$ cat config.mk
export PLATFORM = sky130hd
export DESIGN_NAME = pid_dispatch_top
export DESIGN_NICKNAME = d
export VERILOG_FILES = /design/src/hdl/dispatch_pkg.sv /design/src/hdl/cfg_map_pkg.sv /design/src/hdl/pid_dispatch_top.sv /design/src/hdl/instr_dispatch.sv /design/src/hdl/route_config.sv /design/src/hdl/sample_fifo.sv
export SDC_FILE = /design/constraint.sdc
export NUM_CORES = 1
export LEC_CHECK = 0
export CAP_MARGIN = 10
export CORE_MARGIN = 3
export CORE_UTILIZATION = 45
export CTS_BUF_LIST = sky130_fd_sc_hd__clkbuf_4
export DETAILED_ROUTE_END_ITERATION = 6
export DONT_BUFFER_PORTS = 1
export HOLD_SLACK_MARGIN = 0.08
export SLEW_MARGIN = 20
export SYNTH_ARGS = -nofsm -noshare
export SYNTH_HDL_FRONTEND = slang
export SYNTH_SLANG_ARGS = --single-unit
$ cat constraint.sdc
create_clock -name clk_in -period 4.7 [get_ports clk_in]
set_input_delay 0.235 -clock clk_in [delete_from_list [all_inputs] [get_ports clk_in]]
set_output_delay 0.235 -clock clk_in [all_outputs]
set_load 0.03 [all_outputs]
$ cat src/hdl/dispatch_pkg.sv
`default_nettype none

//--------------------------------------------------------------------------
// Types private to the instruction dispatcher
//--------------------------------------------------------------------------
package dispatch_pkg;

   // Dispatcher FSM states
   // IDLE waits for a sample at the head of the input buffer
   // SCAN issues one instruction per cycle for each routed channel
   // POP releases the head sample and clears the sent-channel bitmap
   // The fourth encoding is unused and never reached
   typedef enum logic [1:0] {
      DISP_IDLE = 2'd0,
      DISP_SCAN = 2'd1,
      DISP_POP  = 2'd2
   } disp_state_e;

endpackage

`default_nettype wire

$ cat src/hdl/cfg_map_pkg.sv
`default_nettype none

//--------------------------------------------------------------------------
// Configuration register map of the dispatch front end
//--------------------------------------------------------------------------
package cfg_map_pkg;

   // Widths of the configuration write port
   localparam int CFG_ADDR_W = 16;
   localparam int CFG_CHAN_W = 16;
   localparam int CFG_DATA_W = 32;

   // Bit positions inside wr_data
   // The source number sits in the low bits, starting at bit 0
   localparam int CFG_ROUTED_BIT = 16;
   localparam int CFG_EN_BIT     = 0;

   // Register addresses
   // A source select write carries the source number and the routed bit
   // An enable write carries the enable bit only
   // Every other address is ignored by the register file
   typedef enum logic [CFG_ADDR_W-1:0] {
      CFG_CHAN_SRC_SEL = 16'h0010,
      CFG_CHAN_EN      = 16'h0011
   } cfg_addr_e;

endpackage

`default_nettype wire
$ cat src/hdl/pid_dispatch_top.sv
`timescale 1ns/1ps
`default_nettype none

// Dispatch front end of the multi-channel PID controller
// The input buffer and the routing table run side by side, and the
// dispatcher combines the head sample with the routing
module pid_dispatch_top
   import cfg_map_pkg::*;
#(
   parameter int N_CHAN     = 8,
   parameter int W_SRC      = 5,
   parameter int W_DATA     = 18,
   parameter int FIFO_DEPTH = 16,
   localparam int W_CHAN    = (N_CHAN > 1) ? $clog2(N_CHAN) : 1
) (
   input  wire logic                  clk_in,
   input  wire logic                  arst_n,
   // ADC sample strobe
   input  wire logic                  dv,
   input  wire logic [W_SRC-1:0]      src,
   input  wire logic [W_DATA-1:0]     data,
   // Configuration write strobe
   input  wire logic                  wr_en,
   input  wire logic [CFG_ADDR_W-1:0] wr_addr,
   input  wire logic [CFG_CHAN_W-1:0] wr_chan,
   input  wire logic [CFG_DATA_W-1:0] wr_data,
   // Instruction strobe toward the PID pipeline
   output logic                       dv_out,
   output logic [W_CHAN-1:0]          chan_out,
   output logic [W_DATA-1:0]          data_out,
   // Status levels
   output logic                       full,
   output logic                       busy
);

   //-----------------------------------------------------------------------
   // Internal nets
   //-----------------------------------------------------------------------
   logic                    head_valid;
   logic [W_SRC-1:0]        head_src;
   logic [W_DATA-1:0]       head_data;
   logic                    pop;
   logic                    active;
   logic [N_CHAN*W_SRC-1:0] src_sel;
   logic [N_CHAN-1:0]       routed;
   logic [N_CHAN-1:0]       chan_en;

   sample_fifo #(
      .W_SRC      (W_SRC),
      .W_DATA     (W_DATA),
      .FIFO_DEPTH (FIFO_DEPTH)
   ) u_sample_fifo (
      .clk_in     (clk_in),
      .arst_n     (arst_n),
      .push       (dv),
      .push_src   (src),
      .push_data  (data),
      .pop        (pop),
      .head_valid (head_valid),
      .head_src   (head_src),
      .head_data  (head_data),
      .full       (full)
   );

   route_config #(
      .N_CHAN (N_CHAN),
      .W_SRC  (W_SRC)
   ) u_route_config (
      .clk_in  (clk_in),
      .arst_n  (arst_n),
      .wr_en   (wr_en),
      .wr_addr (wr_addr),
      .wr_chan (wr_chan),
      .wr_data (wr_data),
      .src_sel (src_sel),
      .routed  (routed),
      .chan_en (chan_en)
   );

   instr_dispatch #(
      .N_CHAN (N_CHAN),
      .W_SRC  (W_SRC),
      .W_DATA (W_DATA)
   ) u_instr_dispatch (
      .clk_in     (clk_in),
      .arst_n     (arst_n),
      .head_valid (head_valid),
      .head_src   (head_src),
      .head_data  (head_data),
      .src_sel    (src_sel),
      .routed     (routed),
      .chan_en    (chan_en),
      .pop        (pop),
      .active     (active),
      .dv_out     (dv_out),
      .chan_out   (chan_out),
      .data_out   (data_out)
   );

   // Busy while a sample waits or the dispatcher is still working on one
   assign busy = head_valid | active;

endmodule

`default_nettype wire

$ cat src/hdl/instr_dispatch.sv
`timescale 1ns/1ps
`default_nettype none

// Instruction dispatcher
// Takes the sample at the head of the input buffer and issues one
// instruction for every output channel routed to its source, lowest
// channel first, then releases the sample
module instr_dispatch
   import dispatch_pkg::*;
#(
   parameter int N_CHAN = 8,
   parameter int W_SRC  = 5,
   parameter int W_DATA = 18,
   localparam int W_CHAN = (N_CHAN > 1) ? $clog2(N_CHAN) : 1
) (
   input  wire logic                    clk_in,
   input  wire logic                    arst_n,
   input  wire logic                    head_valid,
   input  wire logic [W_SRC-1:0]        head_src,
   input  wire logic [W_DATA-1:0]       head_data,
   input  wire logic [N_CHAN*W_SRC-1:0] src_sel,
   input  wire logic [N_CHAN-1:0]       routed,
   input  wire logic [N_CHAN-1:0]       chan_en,
   output logic                         pop,
   output logic                         active,
   output logic                         dv_out,
   output logic [W_CHAN-1:0]            chan_out,
   output logic [W_DATA-1:0]            data_out
);

   disp_state_e       state;
   // One bit per channel, set once that channel has had its instruction
   logic [N_CHAN-1:0] sent;

   //-----------------------------------------------------------------------
   // Channel match and priority select
   //-----------------------------------------------------------------------
   logic [N_CHAN-1:0] match;
   logic [N_CHAN-1:0] left_after;
   logic [W_CHAN-1:0] sel_chan;
   logic              found;
   logic              more_left;

   // A channel is a candidate when it is routed to the head source and
   // has not been served for this sample yet
   always_comb begin
      for (int i = 0; i < N_CHAN; i++) begin
         match[i] = routed[i] && !sent[i] && (src_sel[i*W_SRC +: W_SRC] == head_src);
      end
   end

   // Walk from the top down so the lowest matching channel wins
   always_comb begin
      sel_chan = '0;
      found    = 1'b0;
      for (int i = N_CHAN - 1; i >= 0; i--) begin
         if (match[i]) begin
            sel_chan = W_CHAN'(i);
            found    = 1'b1;
         end
      end
   end

   // Looking one channel ahead lets the last instruction and the move to
   // POP share a cycle, so k routed channels cost k scan cycles
   assign left_after = match & ~(N_CHAN'(1) << sel_chan);
   assign more_left  = (left_after != '0);

   //-----------------------------------------------------------------------
   // FSM and sent-channel bitmap
   //-----------------------------------------------------------------------
   always_ff @(posedge clk_in or negedge arst_n) begin
      if (!arst_n) begin
         state  <= DISP_IDLE;
         sent   <= '0;
         dv_out <= 1'b0;
      end else begin
         // The instruction strobe lasts a single cycle
         dv_out <= 1'b0;
         case (state)
            DISP_IDLE: begin
               if (head_valid) begin
                  state <= DISP_SCAN;
               end
            end
            DISP_SCAN: begin
               if (found) begin
                  // Disabled channels are still marked as served
                  sent[sel_chan] <= 1'b1;
                  dv_out         <= chan_en[sel_chan];
               end
               if (!found || !more_left) begin
                  state <= DISP_POP;
               end
            end
            DISP_POP: begin
               // Clearing here lets the next sample start scanning fresh
               sent  <= '0;
               state <= DISP_IDLE;
            end
            default: begin
               state <= DISP_IDLE;
            end
         endcase
      end
   end

   // Instruction payload that dv_out qualifies
   always_ff @(posedge clk_in) begin
      if (state == DISP_SCAN && found) begin
         chan_out <= sel_chan;
         data_out <= head_data;
      end
   end

   //-----------------------------------------------------------------------
   // Outputs decoded from the state
   //-----------------------------------------------------------------------
   // The head cannot change before POP, so head_valid still holds here
   assign pop    = (state == DISP_POP);
   assign active = (state != DISP_IDLE);

endmodule

`default_nettype wire

$ cat src/hdl/route_config.sv
`timescale 1ns/1ps
`default_nettype none

// Configuration register file for the output channels
// For every channel it keeps the ADC source that drives it, a routed bit
// and an enable bit, all written through single-cycle strobes
module route_config
   import cfg_map_pkg::*;
#(
   parameter int N_CHAN = 8,
   parameter int W_SRC  = 5
) (
   input  wire logic                  clk_in,
   input  wire logic                  arst_n,
   input  wire logic                  wr_en,
   input  wire logic [CFG_ADDR_W-1:0] wr_addr,
   input  wire logic [CFG_CHAN_W-1:0] wr_chan,
   input  wire logic [CFG_DATA_W-1:0] wr_data,
   output logic [N_CHAN*W_SRC-1:0]    src_sel,
   output logic [N_CHAN-1:0]          routed,
   output logic [N_CHAN-1:0]          chan_en
);

   localparam int W_CHAN = (N_CHAN > 1) ? $clog2(N_CHAN) : 1;

   //-----------------------------------------------------------------------
   // Write decode
   //-----------------------------------------------------------------------
   logic              chan_ok;
   logic [W_CHAN-1:0] chan_idx;

   // Channel numbers past the last channel are dropped
   assign chan_ok  = (wr_chan < CFG_CHAN_W'(N_CHAN));
   assign chan_idx = wr_chan[W_CHAN-1:0];

   //-----------------------------------------------------------------------
   // Register file
   //-----------------------------------------------------------------------
   // Channel n owns bits n*W_SRC and up of the flat source select vector
   // After reset every channel is unrouted and disabled
   always_ff @(posedge clk_in or negedge arst_n) begin
      if (!arst_n) begin
         src_sel <= '0;
         routed  <= '0;
         chan_en <= '0;
      end else if (wr_en && chan_ok) begin
         case (wr_addr)
            CFG_CHAN_SRC_SEL: begin
               // Source number and routed bit always change together
               src_sel[chan_idx*W_SRC +: W_SRC] <= wr_data[W_SRC-1:0];
               routed[chan_idx]                 <= wr_data[CFG_ROUTED_BIT];
            end
            CFG_CHAN_EN: begin
               chan_en[chan_idx] <= wr_data[CFG_EN_BIT];
            end
            default: begin
               // Unknown addresses leave the table as it is
            end
         endcase
      end
   end

endmodule

`default_nettype wire

$ cat src/hdl/sample_fifo.sv
`timescale 1ns/1ps
`default_nettype none

// Input buffer for ADC samples
// Each entry holds the source number and the data word of one sample
// The oldest entry is shown on the head outputs without a read request
module sample_fifo #(
   parameter int W_SRC      = 5,
   parameter int W_DATA     = 18,
   parameter int FIFO_DEPTH = 16
) (
   input  wire logic              clk_in,
   input  wire logic              arst_n,
   input  wire logic              push,
   input  wire logic [W_SRC-1:0]  push_src,
   input  wire logic [W_DATA-1:0] push_data,
   input  wire logic              pop,
   output logic                   head_valid,
   output logic [W_SRC-1:0]       head_src,
   output logic [W_DATA-1:0]      head_data,
   output logic                   full
);

   // Depth is a power of two so the pointers wrap on their own
   localparam int W_PTR  = $clog2(FIFO_DEPTH);
   localparam int W_WORD = W_SRC + W_DATA;

   //-----------------------------------------------------------------------
   // Storage and pointers
   //-----------------------------------------------------------------------
   logic [W_WORD-1:0] mem [FIFO_DEPTH];
   logic [W_PTR-1:0]  wr_ptr;
   logic [W_PTR-1:0]  rd_ptr;
   // One extra bit so a full buffer can be told apart from an empty one
   logic [W_PTR:0]    count;

   logic do_push;
   logic do_pop;

   // A push while full is dropped and a pop on an empty buffer does nothing
   assign do_push = push && !full;
   assign do_pop  = pop && head_valid;

   // Every accepted push stores its sample at the write pointer
   always_ff @(posedge clk_in) begin
      if (do_push) begin
         mem[wr_ptr] <= {push_src, push_data};
      end
   end

   always_ff @(posedge clk_in or negedge arst_n) begin
      if (!arst_n) begin
         wr_ptr <= '0;
         rd_ptr <= '0;
         count  <= '0;
      end else begin
         if (do_push) begin
            wr_ptr <= wr_ptr + 1'b1;
         end
         if (do_pop) begin
            rd_ptr <= rd_ptr + 1'b1;
         end
         // Occupancy only moves when exactly one side is active
         if (do_push && !do_pop) begin
            count <= count + 1'b1;
         end else if (do_pop && !do_push) begin
            count <= count - 1'b1;
         end
      end
   end

   //-----------------------------------------------------------------------
   // Head and status outputs
   //-----------------------------------------------------------------------
   // A word written into an empty buffer shows up here one edge later
   assign head_valid = (count != '0);
   assign full       = (count == (W_PTR+1)'(FIFO_DEPTH));

   // Fall-through read of the oldest entry
   assign {head_src, head_data} = mem[rd_ptr];

endmodule

`default_nettype wire

==> results of run 1 <==
-- where the power goes --
| part | leakage [nW] | internal (mW) | total [mW] | switching, mW |
|---|---|---|---|---|
| clock network | 0.888 | 1.68 | 3.32 | 1.64 |
| logic | 2.38 | 1.67 | 3.67 | 2.00 |
| registers | 4.59 | 4.96 | 5.23 | 0.271 |
| total | 7.86 | 8.30 | 12.2 | 3.91 |
-- synthesized netlist by cell type (4+ instances only) --
cell | n | area share [%]
or3_1 | 5 | 0.16
xor2_1 | 21 | 0.94
nor2b_1 | 10 | 0.32
mux2i_1 | 32 | 1.6
nor3_1 | 14 | 0.36
mux2_2 | 29 | 1.7
nand4_1 | 6 | 0.19
and3_1 | 9 | 0.29
clkbuf_1 | 22 | 0.42
o31ai_1 | 5 | 0.19
nand3_1 | 12 | 0.31
nand2_1 | 86 | 1.6
a22oi_1 | 4 | 0.15
o21ai_1 | 7 | 0.18
a22o_1 | 5 | 0.22
mux4_2 | 94 | 11
buf_2 | 6 | 0.15
nor3b_1 | 4 | 0.15
nand2b_1 | 10 | 0.32
ha_1 | 13 | 0.83
xnor2_1 | 26 | 1.2
buf_6 | 5 | 0.29
a21o_1 | 5 | 0.19
a21oi_1 | 13 | 0.33
o221ai_1 | 4 | 0.18
dfrtp_1 | 80 | 10
o21ai_0 | 45 | 1.2
buf_1 | 10 | 0.19
and2_1 | 5 | 0.16
nor2_1 | 31 | 0.59
edfxtp_1 | 389 | 60
inv_1 | 9 | 0.17
nor4_1 | 9 | 0.29
-- critical path, delay by kind of cell (launching register included) --
kind | cells | cell delay, ps
simple gates | 4 | 1650
flops | 1 | 750
xor+xnor | 1 | 110
buf+inv | 1 | 290
compound gates | 3 | 970
-- cell usage in the layout, fill, tap and decap left out, drive strengths merged, types with 33 or more instances in the layout --
master,count
edfxtp,389
clkbuf,170
mux4,94
nand2,86
dfrtp,80
o21ai,52
dlygate4sd3,51
clkinv,39
mux2i,34
mux2,33
-- flip-flops by register name (all words and copies together) (netlist names) --
signal                     count
u_sample_fifo.mem            368
u_route_config.src_sel        40
u_instr_dispatch.data_out     18
u_instr_dispatch.sent          8
u_route_config.chan_en         8
u_route_config.routed          8
u_sample_fifo.count            5
u_sample_fifo.rd_ptr           4
u_sample_fifo.wr_ptr           4
u_instr_dispatch.chan_out      3
u_instr_dispatch.state         2
u_instr_dispatch.dv_out        1
-- how the worst max path moves through the flow --
stage	start	end	slack, ps	cells past startpoint
2_1_floorplan	u_sample_fifo.rd_ptr[1]	u_instr_dispatch.state[1]	850	12
3_3_place_gp	u_sample_fifo.rd_ptr[1]	u_instr_dispatch.data_out[14]	660	9
3_5_place_dp	u_sample_fifo.rd_ptr[1]	u_instr_dispatch.data_out[14]	610	9
4_1_cts	u_sample_fifo.rd_ptr[1]	u_instr_dispatch.chan_out[1]	550	9
5_1_grt	u_sample_fifo.rd_ptr[1]	u_instr_dispatch.chan_out[1]	330	9
6_report	u_sample_fifo.rd_ptr[1]	u_instr_dispatch.chan_out[2]	600	9
-- kinds of logic after synthesis --
logic type                 after synthesis  share of synthesized area (%)
muxes                                  161                           14.6
xor gates and xnor gates                49                           2.27
DFF                                    469                           69.9
buffers and inverters                   55                           1.46
adders and majority gates               15                          0.990
AOI/OAI and AO/OA                      124                           4.66
and+or+nand+nor                        229                           6.13
-- through the flow --
step                hold WS, ps  power [mW]  utilization [%]  instances  cell area, um2
finish                      260        12.2             52.8       1933           22500
detailed placement        -56.1        8.95             48.0       1662           20400
CTS                         142        12.4             52.8       1930           22500
global placement          -56.4        8.92             48.0       1662           20400
global route                209        12.9             52.8       1933           22500
floorplan                 -60.6        8.02                -       1102           19600
-- final cells by class --
cell class	instances	area (um2)	share of cell area, %
Antenna cell	3	7.51	0.0334
Clock buffer	170	1280	5.68
Clock inverter	45	206	0.919
Inverter	9	33.8	0.150
Multi-Input combinational cell	578	5740	25.6
Sequential cell	469	13700	61.0
Tap cell	577	722	3.21
Timing Repair Buffer	82	783	3.49
-- layer usage --
metal / up-vias / GRT usage (%) / share of wire, %
li1: 4788 / - / -
met1: 5432 / 26.3 / 44
met2: 307 / 31.5 / 49
met3: 81 / 4.80 / 5.4
met4: 2 / 6.32 / 2.3
met5: - / 0 / 0.030
-- what timing repair did --
action | in CTS | in global routing
gates resized for setup | 0 | 0
hold buffers | 53 | 0
setup buffers | 0 | 0
endpoints found under the hold margin | 508 | 0
==> results.yml, run 1 <==
outcome:
  status: "complete, no violations"
timing:
  tns_ps: 0
  hold_violations: 0
  max_freq_mhz: 244
  max_slew_margin_pct: 28.3
  fin_ws_ps: 598
  finalSetupViolCount: 0
  rsz0062_at_grt: "false"
  finClkSkew_ps: 64.4
  fin_crit_ps: 4100
  report.final.slew_viol_count: 0
  worst_slew_pin_slew_ps: 1070
  period_share_pct: 87.3
setup_path:
  r2r-start: "u_sample_fifo.rd_ptr[1]"
  endpoint_kind: "flop"
  crit_fanout: 32
  timing.rr.end: "u_instr_dispatch.chan_out[2]"
  ff2ff_setup_slack_ps: 600
  arrival_ps: 4590
  crit_required_ps: 5190
  critPathSlowestCell: "dfrtp_4"
  cp-start-kind: "flop"
  ff2ff_path_depth: 9
  path_cells: "nor2b_1 -> a22oi_1 -> nand2_1 -> xnor2_1 -> o31ai_1 -> nand4_1 -> and2_1 -> a31oi_4 -> buf_4"
  crit_path_max_incr_delay_ps: 750
  criticalPathCategory: "reg2reg"
global_routing:
  grt_pass1_wl_um: 67800
  grt_usage_pct: 19.5
  grt-ovfl-total: 0
  grt_max_degree: 81
  grt_pass1_vias: 11100
  antenna_found_initial: 3
die:
  io_pins: 115
  core_um2: 42500
  die_w_um: 215
  dieArea_um2: 46100
  start_util_pct: 46.1
  rows: 75
  fp.dieH_um: 215
logic_synthesis:
  synthFlopType: "edfxtp_1"
  synthCells: 1102
  yosysWarnings: 0
  yosysSeqAreaShare_pct: 69.9
  synth_nets: 1207
  synth-seq-cells: 469
  ys_types: 87
  async_flop_share_pct: 17.1
  synth_edf_count: 389
  synth_area_um2: 19600
  syn_avg_cell_area_um2: 17.8
layout:
  finalNetCount: 1363
  drive_gt1_share_pct: 28.8
  fillers: 3521
  area_growth_pct: 14.7
worst_hold_path:
  hold_depth: 6
  hold_class: "in2reg"
  min_to: "u_route_config.src_sel[29]"
  hold_path.startpoint: "wr_chan[5]"
clock_network:
  clock_sinks: 469
  cts_htree_levels: 3
  cts_inserted_buffers: 118
  clockBufferDepth: 3
  clock_latency_ps: 860
  root_buffer: "clkbuf_4"
  path_clk_slew_ps: 60
  cts_tree: "yes"
pwr:
  p_leak_nw: 7.86
  power_density_nw_per_um2: 544
  vdd.ir_drop.worst_uv: 304
routing:
  drt_wl_total_um: 43800
  vias: 10600
  drt_pass1_iterations: 5
  wl_per_cell_um: 22.7
  drt-initial-drc-count: 847
  drc: 0
  vias_per_cell: 5.49
  ant_nets: 0
placement:
  dpl_worst_slack_ps: 612
  dp_hpwl_um: 25300
  io_buffers: 0
  gp_congestion: 0.766
run:
  cap_violations: 0
Power figures use the tool's default switching activity.
==> run 2: changes to the inputs <==
--- a/config.mk
+++ b/config.mk
@@ -7,11 +7,12 @@
 export LEC_CHECK = 0
 export CAP_MARGIN = 10
 export CORE_MARGIN = 3
-export CORE_UTILIZATION = 45
+export CORE_UTILIZATION = 66
 export CTS_BUF_LIST = sky130_fd_sc_hd__clkbuf_4
 export DETAILED_ROUTE_END_ITERATION = 6
 export DONT_BUFFER_PORTS = 1
 export HOLD_SLACK_MARGIN = 0.08
+export PLACE_DENSITY = 0.82
 export SLEW_MARGIN = 20
 export SYNTH_ARGS = -nofsm -noshare
 export SYNTH_HDL_FRONTEND = slang
==> run 2 against run 1 <==
Effect of this change: worst hold slack worse by 120 ps; fmax down 4.0%; sequential share of layout area up 0.83 points; critical endpoint is now u_instr_dispatch.state[1]; largest cell class unchanged.
==> results.yml, run 2 (same netlist as run 1, synthesis figures left out) <==
timing:
  period_share_pct: 90.9
  max_slew_margin_pct: 26.5
  holdWs_ps: 143
  tns_ps: 0
  rsz0062_at_grt: "false"
  fin_crit_ps: 4270
  report.final.slew_viol_count: 0
  max_freq_mhz: 234
  finClkSkew_ps: 58.5
  finalSetupViolCount: 0
  hold_violations: 0
  worst_slew_pin_slew_ps: 1100
layout:
  reg_top3: "u_sample_fifo.mem: 368 flops, u_route_config.src_sel: 40 flops, u_instr_dispatch.data_out: 18 flops"
  fillers: 1573
  final-seq-area_um2: 13700
  finalNetCount: 1348
  largest-register: "u_sample_fifo.mem"
  drive_gt1_share_pct: 29.1
  layout_common_cells: "edfxtp_1, clkbuf_4, mux4_2, nand2_1, dfrtp_1"
  multi_input_area_um2: 5680
  area_growth_pct: 13.2
  largest_register_ffs: 368
  layout_commonest_cell: "edfxtp_1"
pwr:
  p_seq_share_pct: 42.9
  vdd.ir_drop.worst_uv: 398
  p_leak_nw: 7.83
  p_sw_mw: 3.92
  switching_share_pct: 31.8
  p_int_mw: 8.41
  power_density_nw_per_um2: 556
  power_frac_comb_pct: 29.4
  clockPowerShare_pct: 27.7
die:
  start_util_pct: 67.7
  core_um2: 28900
  die_w_um: 178
  dieArea_um2: 31800
  rows: 62
  fp.dieH_um: 178
  io_pins: 115
clock_network:
  clock_latency_ps: 810
  cts_hold_buf: 46
  path_clk_slew_ps: 70
  clock_sinks: 469
  clockBufferDepth: 3
  root_buffer: "clkbuf_4"
  postCtsSetupBuffers: 0
  cts_resized: 0
  cts_tree: "yes"
  cts_htree_levels: 3
  cts_inserted_buffers: 111
setup_path:
  crit_fanout: 37
  ff2ff_setup_slack_ps: 430
  r2r-start: "u_sample_fifo.rd_ptr[1]"
  critPathLaunch: "u_sample_fifo.rd_ptr[1]"
  criticalPathCategory: "reg2reg"
  endpoint: "u_instr_dispatch.state[1]"
  crit_required_ps: 5370
  ff2ff_path_depth: 11
  endpoint_kind: "flop"
  cp-start-kind: "flop"
  timing.rr.end: "u_instr_dispatch.state[1]"
  arrival_ps: 4940
worst_hold_path:
  hold_class: "in2async"
placement:
  gp_congestion: 0.838
  io_buffers: 0
  dp_hpwl_um: 25100
routing:
  vias: 11000
  drt_wl_total_um: 44400
  wl_per_cell_um: 25.7
  ant_nets: 0
  drt-initial-drc-count: 1170
  vias_per_cell: 6.37
  drc: 0
  drt_pass1_iterations: 5
global_routing:
  grt_pass1_vias: 11600
  antenna_found_initial: 3
  grt_usage_pct: 29.0
  grt-ovfl-total: 0
  grt_max_degree: 81
  grt_pass1_wl_um: 67400
run:
  cap_violations: 0
outcome:
  status: "complete, no violations"
==> run 2: cell types whose count changed in the layout (fill, tap and decap cells not counted), sizes merged <==
| cell | before | now |
|---|---|---|
| buf | 31 | 30 |
| bufinv | 0 | 1 |
| clkbuf | 170 | 177 |
| clkinv | 39 | 25 |
| clkinvlp | 1 | 0 |
| diode | 3 | 2 |
| dlygate4sd3 | 51 | 44 |
| inv | 14 | 13 |
==> run 2: through the flow <==
stage	setup slack (ps)	instance area, um2	utilization (%)	std cells	power, mW
2_1_floorplan	852	19600	-	1102	8.02
6_report	428	22200	76.6	1723	12.3
4_1_cts	471	22100	76.5	1721	12.4
5_1_grt	213	22200	76.6	1723	12.9
3_3_place_gp	653	20100	69.6	1468	8.72
3_5_place_dp	590	20100	69.6	1468	8.85
==> run 2: worst min path at each step <==
stage / endpoint / from / slack (ps)
floorplan: u_instr_dispatch.dv_out / arst_n / -60
global placement: u_route_config.src_sel[0] / arst_n / -60
detailed placement: u_route_config.src_sel[2] / arst_n / -60
CTS: u_route_config.src_sel[8] / wr_chan[14] / 90
global route: u_sample_fifo.rd_ptr[0] / arst_n / 140
finish: u_sample_fifo.rd_ptr[0] / arst_n / 140
==> run 2: power groups by stage <==
stage	sequential, mW	clock [mW]	combinational, mW
after floorplan	5.13	0	2.90
after global placement	5.34	0	3.38
after detailed placement	5.37	0	3.48
after CTS	5.29	3.47	3.63
after global routing	5.33	3.69	3.86
final	5.29	3.41	3.62
==> run 2: area by class of cell <==
cell class	instances	area share [%]
timing repair buffer	74	3.41
sequential	469	61.8
clock inverter	30	0.836
tap	384	2.17
multi-input combinational	578	25.6
antenna	2	0.0226
inverter	9	0.152
clock buffer	177	6.00
==> run 2: layer usage <==
layer  wire, um  up-vias  track usage [%]
met2      22700      587             48.1
met3       3680      113             6.92
met5         13        -                0
met1      16500     5533             37.1
li1           -     4746                -
met4       1460        2             12.3
==> run 2: critical path, stage by stage, from the launching register on <==
cell	delay [ps]
dfrtp_4	790
nor2b_1	640
a22oi_1	510
nand3_1	210
o21ai_1	170
xor2_1	180
or4_1	610
and2_1	280
a31oi_4	160
buf_4	270
o31ai_1	140
o21a_1	190
==> run 3: changes to the inputs <==
--- a/config.mk
+++ b/config.mk
@@ -7,12 +7,12 @@
 export LEC_CHECK = 0
 export CAP_MARGIN = 10
 export CORE_MARGIN = 3
-export CORE_UTILIZATION = 66
+export CORE_UTILIZATION = 70
 export CTS_BUF_LIST = sky130_fd_sc_hd__clkbuf_4
 export DETAILED_ROUTE_END_ITERATION = 6
 export DONT_BUFFER_PORTS = 1
 export HOLD_SLACK_MARGIN = 0.08
-export PLACE_DENSITY = 0.82
+export PLACE_DENSITY = 0.86
 export SLEW_MARGIN = 20
 export SYNTH_ARGS = -nofsm -noshare
 export SYNTH_HDL_FRONTEND = slang
==> constraint.sdc (replaced) <==
create_clock -name clk_in -period 5.5 [get_ports clk_in]
set_input_delay 0.275 -clock clk_in [delete_from_list [all_inputs] [get_ports clk_in]]
set_output_delay 0.275 -clock clk_in [all_outputs]
set_load 0.03 [all_outputs]
==> run 3 against run 2 <==
Effect of this change: critical endpoint unchanged; clock power fell by 16%; routed wire length grew 8.5%; fmax down 6.2%; non-clock buffer count is 1 higher; cell count fell by 0.93%; power down 15%; global-route usage up 3.8 points; die area fell by 5.5%; flip-flop and latch count unchanged; critical path depth up 1; largest power group unchanged; register-to-register slack improved by 520 ps.
==> results.yml, run 3 (same netlist as run 1, synthesis figures left out) <==
clock_network:
  root_buffer: "clkbuf_4"
  clock_latency_ps: 820
  path_clk_slew_ps: 70
  cts_inserted_buffers: 110
  clock_sinks: 469
  clockBufferDepth: 3
  cts_htree_levels: 3
  cts_tree: "yes"
timing:
  hold_violations: 0
  finClkSkew_ps: 107
  rsz0062_at_grt: "false"
  max_freq_mhz: 220
  finalSetupViolCount: 0
  tns_ps: 0
  report.final.slew_viol_count: 0
  period_share_pct: 82.8
  max_slew_margin_pct: 35.4
  fin_crit_ps: 4550
  worst_slew_pin_slew_ps: 968
die:
  dieArea_um2: 30000
  start_util_pct: 71.9
  rows: 60
  core_um2: 27300
  die_w_um: 173
  io_pins: 115
  fp.dieH_um: 173
global_routing:
  grtUsageMet2_pct: 56.1
  use_met3_pct: 6.07
  grt_max_degree: 60
  grt_usage_pct: 32.8
  grt_busiest_layer: "met2"
  grt_pass1_wl_um: 72600
  antenna_found_initial: 3
  use_met1_pct: 42.4
  grt_pass1_vias: 11800
  grt-ovfl-total: 0
pwr:
  p_leak_nw: 7.79
  power_density_nw_per_um2: 477
  vdd.ir_drop.worst_uv: 343
  power.total_mw: 10.5
layout:
  drive_gt1_share_pct: 28.4
  finalNetCount: 1348
  largest_register_ffs: 368
  layout_common_cells: "edfxtp_1, clkbuf_4, mux4_2, nand2_1, dfrtp_1"
  largest-register: "u_sample_fifo.mem"
  layout_commonest_cell: "edfxtp_1"
  area_growth_pct: 12.7
  reg_top3: "u_sample_fifo.mem: 368 flops, u_route_config.src_sel: 40 flops, u_instr_dispatch.data_out: 18 flops"
placement:
  io_buffers: 0
  dp_hpwl_um: 27000
  gp_congestion: 0.859
setup_path:
  crit_fanout: 43
  criticalPathCategory: "reg2reg"
  arrival_ps: 5160
  crit_required_ps: 6110
  cp-start-kind: "flop"
  endpoint_kind: "flop"
worst_hold_path:
  hold_class: "in2reg"
routing:
  vias: 11400
  wl_per_cell_um: 28.2
  drt_wl_total_um: 48200
  drt_pass1_iterations: 5
  drt-initial-drc-count: 1376
  ant_nets: 0
  drc: 0
  vias_per_cell: 6.66
outcome:
  status: "complete, no violations"
run:
  cap_violations: 0
run 3: changes by cell type in the layout (fill, tap and decap cells not counted), sizes merged:
cell	before	now
clkinvlp	0	1
inv	13	12
clkinv	25	29
clkbuf	177	168
buf	30	26
dlygate4sd3	44	49
run 3: cell type report:
cell class / instances / area (um2)
diodes: 2 / 5.00
clock buffers: 168 / 1260
clock inverters: 34 / 198
fillers: 1292 / 5190
inverters: 9 / 33.8
multi-input cells: 578 / 5680
flip-flops and latches: 469 / 13700
well taps: 372 / 465
repair buffers: 75 / 726
run 3: per-stage QoR:
step | utilization (%) | cell area, um2 | hold slack [ps] | setup slack [ps] | cells
finish | 81.0 | 22100 | 138 | 946 | 1707
detailed placement | 73.6 | 20000 | -18.9 | 986 | 1452
CTS | 80.9 | 22000 | 86.1 | 979 | 1705
floorplan | - | 19600 | -20.6 | 1650 | 1102
global route | 81.0 | 22100 | 158 | 723 | 1707
global placement | 73.6 | 20000 | -18.7 | 1110 | 1452
run 3: layer usage:
layer / share of wire (%) / wire length (um)
met1: 36 / 17200
met2: 52 / 25200
met3: 8.2 / 3970
met4: 3.8 / 1810
met5: 0 / 0
run 3: path summary, 6_finish.rpt:
kind,from,to,slack [ps],depth (start not counted)
worst min register to register,u_instr_dispatch.sent[2],u_instr_dispatch.sent[2],490,2
max in group asynchronous,arst_n,u_instr_dispatch.dv_out,4420,4
worst max-delay path,u_sample_fifo.rd_ptr[0],u_instr_dispatch.state[1],950,12
worst min-delay path,wr_chan[1],u_route_config.src_sel[14],140,4
worst max register to register,u_sample_fifo.rd_ptr[0],u_instr_dispatch.state[1],950,12
min in group asynchronous,arst_n,u_route_config.src_sel[2],570,3
run 3: critical path, cell delays in order, from the launching register on:
cell	delay (ps)
dfrtp_4	880
buf_4	460
mux2i_1	160
a22o_1	250
nor3_2	520
o21a_1	180
o211ai_1	90
or4_1	720
and2_1	280
a31oi_4	130
buf_4	370
o31ai_1	170
o21a_1	190
run 3: power by group:
group | switching [mW] | internal (mW) | total (mW)
registers | 0.364 | 4.24 | 4.60
logic | 1.66 | 1.40 | 3.06
clock network | 1.40 | 1.46 | 2.85
total | 3.42 | 7.10 | 10.5
run 3: repair_timing:
action | in CTS | in global routing
endpoints found under the hold margin | 507 | 0
setup endpoints to repair | 0 | 0
setup buffers | 0 | 0
hold buffers | 51 | 0
gates resized for setup | 0 | 0
